### config.mk
export PLATFORM = sky130hd
export DESIGN_NAME = step_top
export DESIGN_NICKNAME = d
export VERILOG_FILES = /design/src/design/step_pkg.sv /design/src/design/step_input.sv /design/src/design/seq_core.sv /design/src/design/uart_tx.sv /design/src/design/step_top.sv
export SDC_FILE = /design/constraint.sdc
export NUM_CORES = 1
export LEC_CHECK = 0
export BUFFER_PORTS_ARGS = -buffer_cell sky130_fd_sc_hd__buf_4
export CAP_MARGIN = 20
export CELL_PAD_IN_SITES_DETAIL_PLACEMENT = 1
export CELL_PAD_IN_SITES_GLOBAL_PLACEMENT = 2
export CORE_UTILIZATION = 39
export CTS_BUF_LIST = sky130_fd_sc_hd__clkbuf_2
export CTS_CLUSTER_SIZE = 10
export DETAILED_ROUTE_END_ITERATION = 12
export MAX_ROUTING_LAYER = met4
export PLACE_DENSITY_LB_ADDON = 0.12
export SYNTH_ARGS = -nofsm -noshare
export SYNTH_HDL_FRONTEND = slang
export SYNTH_SLANG_ARGS = --single-unit
export TNS_END_PERCENT = 100
### constraint.sdc
create_clock -name clk -period 2.6 [get_ports clk]
set_input_delay 0.39 -clock clk [delete_from_list [all_inputs] [get_ports clk]]
set_output_delay 0.39 -clock clk [all_outputs]
set_load 0.01 [all_outputs]
### src/design/step_pkg.sv
package step_pkg;

   // ==============================
   // Widths
   // ==============================

   localparam int DATA_W     = 8;    // Register value / UART byte
   localparam int INST_W     = 8;    // Switch instruction word
   localparam int REG_ID_W   = 2;
   localparam int NUM_REGS   = 4;
   localparam int IMM_W      = 4;    // LOAD immediate, bits 3..0

   typedef logic [DATA_W-1:0]   data_t;
   typedef logic [INST_W-1:0]   inst_t;
   typedef logic [REG_ID_W-1:0] reg_id_t;

   // ==============================
   // Opcodes, inst bits 7..6
   // ==============================

   typedef enum logic [1:0] {
      OP_LOAD = 2'b00,               // rd = zext(imm)
      OP_ADD  = 2'b01,               // rd = ra + rb
      OP_XOR  = 2'b10,               // rd = ra ^ rb
      OP_SEND = 2'b11                // Queue rd for UART
   } opcode_e;

   // Send handoff toward the UART
   typedef enum logic [1:0] {
      IDLE,
      PENDING,
      WAIT_BUSY
   } seq_state_e;

   // ==============================
   // Timing, kept small for sim
   // ==============================

   localparam int CE_DIV_W   = 4;    // Enable every 2**CE_DIV_W cycles
   localparam int BAUD_DIV   = 8;    // Clocks per UART bit
   localparam int BAUD_CNT_W = $clog2(BAUD_DIV);
   localparam int FRAME_BITS = 10;   // Start + 8 data + stop
   localparam int BIT_IDX_W  = $clog2(FRAME_BITS);

endpackage

### src/design/step_input.sv
`timescale 1ns/1ps

module step_input
(
   input  logic            clk,
   input  logic            arst_i,        // Board reset button
   input  logic            i_btn_step,
   input  logic            i_btn_send,
   input  step_pkg::inst_t i_sw,
   output logic            o_rst,         // Synchronous reset for the rest
   output step_pkg::inst_t o_inst,
   output logic            o_step_pulse,
   output logic            o_send_pulse
);

   import step_pkg::*;

   logic [1:0]          rst_ff;
   logic [CE_DIV_W-1:0] div_cnt;
   logic [CE_DIV_W:0]   div_inc;       // Extra bit is the carry
   logic                ce;            // Sampling enable
   logic                ce_d;          // Enable one cycle later
   logic [2:0]          step_sr;       // [0] is the oldest sample
   logic [2:0]          send_sr;
   logic                step_rise;
   logic                send_rise;

   // ==============================
   // Reset release
   // ==============================

   // Set at once, cleared two edges after arst_i drops
   always_ff @(posedge clk or posedge arst_i)
   begin
      if (arst_i)
         rst_ff <= 2'b11;
      else
         rst_ff <= {1'b0, rst_ff[1]};
   end

   assign o_rst = rst_ff[0];

   // ==============================
   // Sampling enable
   // ==============================

   assign div_inc = {1'b0, div_cnt} + 1'b1;

   always_ff @(posedge clk)
   begin
      if (o_rst)
      begin
         div_cnt <= '0;
         ce      <= 1'b0;
         ce_d    <= 1'b0;
      end
      else
      begin
         div_cnt <= div_inc[CE_DIV_W-1:0];
         ce      <= div_inc[CE_DIV_W];   // Carry out, one cycle wide
         ce_d    <= ce;
      end
   end

   // ==============================
   // Button sampling
   // ==============================

   always_ff @(posedge clk)
   begin
      if (o_rst)
      begin
         o_inst  <= '0;
         step_sr <= '0;
         send_sr <= '0;
      end
      else if (ce)                         // Slow sampling debounces
      begin
         o_inst  <= i_sw;
         step_sr <= {i_btn_step, step_sr[2:1]};
         send_sr <= {i_btn_send, send_sr[2:1]};
      end
   end

   // Rising edge seen in the two oldest samples
   assign step_rise = step_sr[1] & ~step_sr[0];
   assign send_rise = send_sr[1] & ~send_sr[0];

   // One-cycle strobes, only on the delayed enable
   always_ff @(posedge clk)
   begin
      if (o_rst)
      begin
         o_step_pulse <= 1'b0;
         o_send_pulse <= 1'b0;
      end
      else
      begin
         o_step_pulse <= ce_d & step_rise;
         o_send_pulse <= ce_d & send_rise;
      end
   end

endmodule

### src/design/seq_core.sv
`timescale 1ns/1ps

module seq_core
(
   input  logic              clk,
   input  logic              i_rst,
   input  step_pkg::inst_t   i_inst,
   input  logic              i_step_pulse,   // Execute i_inst
   input  logic              i_send_pulse,   // Send register i_sw_reg
   input  step_pkg::reg_id_t i_sw_reg,
   input  logic              i_tx_busy,
   output step_pkg::data_t   o_tx_data,
   output logic              o_tx_stb,
   output step_pkg::data_t   o_led           // Accepted step count
);

   import step_pkg::*;

   data_t      regs [NUM_REGS];
   opcode_e    op;
   reg_id_t    rd;
   reg_id_t    ra;
   reg_id_t    rb;
   logic       wr_en;
   data_t      wr_data;
   logic       req;               // Send request this cycle
   reg_id_t    req_reg;
   logic       accept;
   logic       pend_vld;          // Byte waiting for the UART
   data_t      pend_data;
   logic       seen_busy;         // Busy has risen since the strobe
   seq_state_e state;
   seq_state_e state_nxt;

   // ==============================
   // Decode and execute
   // ==============================

   assign op = opcode_e'(i_inst[7:6]);
   assign rd = i_inst[5:4];
   assign ra = i_inst[3:2];
   assign rb = i_inst[1:0];

   always_comb
   begin
      wr_en   = i_step_pulse && (op != OP_SEND);
      wr_data = '0;
      case (op)
         OP_LOAD: wr_data = data_t'(i_inst[IMM_W-1:0]);   // Zero-extended
         OP_ADD:  wr_data = regs[ra] + regs[rb];          // Wraps at 256
         OP_XOR:  wr_data = regs[ra] ^ regs[rb];
         default: wr_data = '0;                           // SEND writes nothing
      endcase
   end

   always_ff @(posedge clk)
   begin
      if (i_rst)
      begin
         for (int i = 0; i < NUM_REGS; i++)
            regs[i] <= '0;
      end
      else if (wr_en)
         regs[rd] <= wr_data;
   end

   // Step counter on the LEDs
   always_ff @(posedge clk)
   begin
      if (i_rst)
         o_led <= '0;
      else if (i_step_pulse)
         o_led <= o_led + 1'b1;
   end

   // ==============================
   // Send queue, one deep
   // ==============================

   assign req     = (i_step_pulse && (op == OP_SEND)) || i_send_pulse;
   assign req_reg = i_send_pulse ? i_sw_reg : rd;   // Button takes the switches

   // Dropped while pending, or until busy has answered the strobe
   assign accept = req && !pend_vld &&
                   ((state == IDLE) || ((state == WAIT_BUSY) && seen_busy));

   assign o_tx_stb  = (state == PENDING) && !i_tx_busy;
   assign o_tx_data = pend_data;

   always_comb
   begin
      state_nxt = state;
      case (state)
         IDLE:
            if (accept)
               state_nxt = PENDING;
         PENDING:
            if (!i_tx_busy)
               state_nxt = WAIT_BUSY;       // Strobe goes out now
         WAIT_BUSY:
            if (seen_busy && !i_tx_busy)    // Frame done
               state_nxt = (pend_vld || accept) ? PENDING : IDLE;
         default:
            state_nxt = IDLE;
      endcase
   end

   always_ff @(posedge clk)
   begin
      if (i_rst)
      begin
         state     <= IDLE;
         pend_vld  <= 1'b0;
         seen_busy <= 1'b0;
      end
      else
      begin
         state <= state_nxt;
         if (accept)
            pend_vld <= 1'b1;
         else if (o_tx_stb)
            pend_vld <= 1'b0;               // UART has the byte
         if (o_tx_stb)
            seen_busy <= 1'b0;
         else if ((state == WAIT_BUSY) && i_tx_busy)
            seen_busy <= 1'b1;
      end
   end

   always_ff @(posedge clk)
   begin
      if (accept)
         pend_data <= regs[req_reg];
   end

endmodule

### src/design/uart_tx.sv
`timescale 1ns/1ps

module uart_tx
(
   input  logic            clk,
   input  logic            i_rst,
   input  step_pkg::data_t i_data,
   input  logic            i_stb,     // Load and start a frame
   output logic            o_tx,      // Serial line, idles high
   output logic            o_busy
);

   import step_pkg::*;

   logic [BAUD_CNT_W-1:0] baud_cnt;
   logic [BIT_IDX_W-1:0]  bit_idx;
   logic [FRAME_BITS-1:0] frame;     // [0] is on the line
   logic                  baud_end;
   logic                  last_bit;

   assign baud_end = (baud_cnt == BAUD_CNT_W'(BAUD_DIV - 1));
   assign last_bit = (bit_idx == BIT_IDX_W'(FRAME_BITS - 1));

   // ==============================
   // Frame shifter
   // ==============================

   always_ff @(posedge clk)
   begin
      if (i_rst)
      begin
         frame    <= '1;             // Line high
         o_busy   <= 1'b0;
         baud_cnt <= '0;
         bit_idx  <= '0;
      end
      else if (!o_busy)
      begin
         if (i_stb)
         begin
            frame    <= {1'b1, i_data, 1'b0};   // Stop, data LSB first, start
            o_busy   <= 1'b1;
            baud_cnt <= '0;
            bit_idx  <= '0;
         end
      end
      else if (baud_end)             // End of one bit time
      begin
         baud_cnt <= '0;
         frame    <= {1'b1, frame[FRAME_BITS-1:1]};   // Back-fill ones
         if (last_bit)
            o_busy <= 1'b0;          // Stop bit done
         else
            bit_idx <= bit_idx + 1'b1;
      end
      else
         baud_cnt <= baud_cnt + 1'b1;
   end

   // Strobes during a frame fall through the branches above
   assign o_tx = frame[0];

endmodule

### src/design/step_top.sv
`timescale 1ns/1ps

module step_top
(
   input  logic            clk,
   input  logic            arst_i,
   input  step_pkg::inst_t i_sw,          // Instruction switches
   input  logic            i_btn_step,
   input  logic            i_btn_send,
   output logic            o_tx,          // UART TX pin
   output step_pkg::data_t o_led
);

   import step_pkg::*;

   logic    rst_s;
   inst_t   inst;
   logic    step_pulse;
   logic    send_pulse;
   data_t   tx_data;
   logic    tx_stb;
   logic    tx_busy;
   reg_id_t sw_reg;

   assign sw_reg = inst[5:4];   // Register pick for the send button

   // ==============================
   // Input side
   // ==============================

   step_input u_step_input
   (
      .clk          (clk),
      .arst_i       (arst_i),
      .i_btn_step   (i_btn_step),
      .i_btn_send   (i_btn_send),
      .i_sw         (i_sw),
      .o_rst        (rst_s),
      .o_inst       (inst),
      .o_step_pulse (step_pulse),
      .o_send_pulse (send_pulse)
   );

   // Sequencer
   seq_core u_seq_core
   (
      .clk          (clk),
      .i_rst        (rst_s),
      .i_inst       (inst),
      .i_step_pulse (step_pulse),
      .i_send_pulse (send_pulse),
      .i_sw_reg     (sw_reg),
      .i_tx_busy    (tx_busy),
      .o_tx_data    (tx_data),
      .o_tx_stb     (tx_stb),
      .o_led        (o_led)
   );

   // ==============================
   // Output side
   // ==============================

   uart_tx u_uart_tx
   (
      .clk    (clk),
      .i_rst  (rst_s),
      .i_data (tx_data),
      .i_stb  (tx_stb),
      .o_tx   (o_tx),
      .o_busy (tx_busy)
   );

endmodule

==> metrics.cfg <==
[power_and_ir_drop]
p_leak_nw=1.98
p_sw_w=0.000569
swShare_pct=22.6
vdd_drop_max_mv=0.345
p_int_w=0.00195
pwr-share-comb_pct=3.4
p_clk_share_pct=32.8
cellPowerDensity_nw_per_um2=471
seqPwrFrac_pct=63.7

[detailed_routing]
first_iter_violations=114
drcViolationCount=0
routedWlPerCell_um=18.0
viasPerCell=5.31
routed_wl_mm=10.7
antenna_left=0
vias=3137
drtPass1Iterations=4

[worst_setup_path]
critPathLaunchType=register
worstSetupEndpointType=register
path_class=register to register
cp.arrival_ps=2930
cp.required_ps=2960
path_max_fanout=4
worst-r2r-cell-count=9

[yosys]
ys_seq_elements=97
syn-instance-count=393
yosys-top-cells-area=edfxtp_1 (26%), dfxtp_1 (24%), mux4_2 (12%)
ys_seq_area_share_pct=51.1
yosysMostFrequentCell=nor2_1
synthDominantCellAreaShare_pct=26.1
synth_area_um2=4610
synth_cell_types=53
synth_edf_count=40
synth_ff_type=dfxtp_1
async_flop_share_pct=2.06
syn_nets=419
synth_area_leader_cell=edfxtp_1
netlist_top_cells_count=nor2_1 (69), dfxtp_1 (55), edfxtp_1 (40)
yosys_warnings=0
syn_avg_cell_area_um2=11.7

[place]
port_buffers=20
place_hpwl_mm=7.67
place_congestion=0.776
dp.cells=566

[die]
die_area_um2=12200
core_um2=11500
die_w_um=111
num_rows=39
start_util_pct=40.2
die_height_um=111
pin_count=21

[clock_tree]
clock_latency_ps=590
clockRootBuffer=clkbuf_2
cts.htree.levels=3
cts_buffers=9
cts_tree=built
cts.path.max_buffers=2
clock_sinks=97
clkTransAtPathRegs_ps=270

[outcome]
status=finished, final reports clean

[global_route]
grt_pass1_vias=3364
grt.total_usage_pct=19.5
grt_pass1_wl_mm=17.9
grt_max_degree=50
grt_overflow_total=0
antenna_found_initial=1

[layout]
regArea_um2=2360
nets=468
layout-drive-gt1-share_pct=26.4
final_cells=591
area_delta_synth_final_pct=16.1
fillCellCount=1257
multiInputGateArea_um2=2180

[sta]
hold_viol_final=0
period_needed_ps=2570
worstMarginPinSlew_ps=901
finClkSkew_ps=27.8
rsz0062_at_grt=true
relSlewSlack_pct=39.8
fmax_mhz=390
whs_ps=63.6
setup_viol=0
period_share_pct=98.7
report.final.slew_viol_count=0

[run]
cap_violations=0

[hold_path]
hp-class=primary input to register
min_delay_path_depth=3

## final timing paths
path	from	endpoint	slack, ps
worst max-delay path	register	u_seq_core.regs[3][6]$_DFFE_PP_	30
worst min-delay path	i_sw[3]	u_step_input.o_inst[3]$_SDFFE_PP0P_	60
worst max register to register	register	u_seq_core.regs[3][6]$_DFFE_PP_	30
worst min register to register	u_step_input.rst_ff[1]$_DFF_PP1_	u_step_input.rst_ff[0]$_DFF_PP1_	380
max in group asynchronous	arst_i	u_step_input.rst_ff[0]$_DFF_PP1_	2250
min in group asynchronous	arst_i	u_step_input.rst_ff[1]$_DFF_PP1_	330
## placed cells by master (no fill, tap or decap), types with 4 or more instances in the layout
master,count
a21oi_1,15
a31oi_1,4
buf_4,51
clkbuf_2,9
dfxtp_1,53
dlygate4sd3_1,7
edfxtp_1,40
ha_1,10
inv_1,7
mux2i_1,27
mux4_2,24
nand2_1,18
nand2b_1,13
nand4_1,5
nor2_1,68
o21ai_0,11
xnor2_1,6
xor2_1,9
## per-stage QoR
stage	power (W)	area, um2	util (%)	setup TNS, ps	setup WS (ps)
6_report	0.00252	5350	46.6	0	34.4
3_5_place_dp	0.00171	5070	44.2	-622	-109
5_1_grt	0.00261	5350	46.6	-782	-144
2_1_floorplan	0.00168	4610	-	0	0.452
3_3_place_gp	0.00171	5070	44.2	-205	-53.0
4_1_cts	0.00255	5290	46.1	0	12.7
## area by class of cell
class | count | area share, %
antenna | 1 | 0.0468
tap | 143 | 3.35
clock buffer | 9 | 0.842
sequential | 97 | 44.2
clock inverter | 7 | 1.57
inverter | 7 | 0.491
timing repair buffer | 59 | 8.84
multi-input combinational | 268 | 40.7
## worst max-delay path, stage by stage, from the launching register on
cell and delay, ps:
dfxtp_4 430, buf_4 110, mux4_2 540, fa_2 430, a211oi_2 220, nor3_2 80
a31oi_1 190, xor2_1 160, buf_4 140, nor2_1 30
## power groups by stage
| stage | combinational (W) | sequential [W] | clock [W] |
|---|---|---|---|
| 5_1_grt | 0.0000947 | 0.00161 | 0.000904 |
| 3_3_place_gp | 0.0000741 | 0.00163 | 0 |
| 2_1_floorplan | 0.0000438 | 0.00163 | 0 |
| 6_report | 0.0000868 | 0.00160 | 0.000826 |
| 4_1_cts | 0.0000861 | 0.00161 | 0.000857 |
| 3_5_place_dp | 0.0000758 | 0.00164 | 0 |
## sequential cells by signal, indices dropped and copies added (netlist names), 2 cells and up, named ones only
register and count:
u_seq_core.regs 32, u_step_input.send_sr 3, u_step_input.div_cnt 4, u_uart_tx.bit_idx 4, u_seq_core.o_led 8, u_seq_core.o_tx_data 8, u_seq_core.state 2, u_uart_tx.frame 9
u_step_input.rst_ff 2, u_step_input.o_inst 8, u_uart_tx.baud_cnt 3, u_step_input.step_sr 3
## layer usage
metal | global-route usage, % | routed length [um] | part of all wire, %
met1 | 24.6 | 4970 | 47
met2 | 31.3 | 5280 | 49
met3 | 3.06 | 223 | 2.1
met4 | 7.91 | 193 | 1.8
met5 | - | 0 | 0
## cell families (layout without fill, tap and decap cells)
group	after synthesis	in the layout	share of synthesized area, %
fa+ha+maj	14	14	3.97
buf+inv	28	82	3.02
compound gates	46	46	6.09
flops	97	97	51.1
mux	51	51	17.6
simple gates	141	141	15.3
xor+xnor	15	15	2.85
other cells	1	2	0.0814
## what timing repair did
item / in CTS / in global routing
setup buffers: 1 / 0
hold endpoints to repair: 8 / 0
pin swaps: 4 / 7
gates resized for setup: 7 / 9
hold buffers: 7 / 0
endpoints found under the setup margin: 15 / 24
No activity file was read; power rests on OpenSTA's default activity.
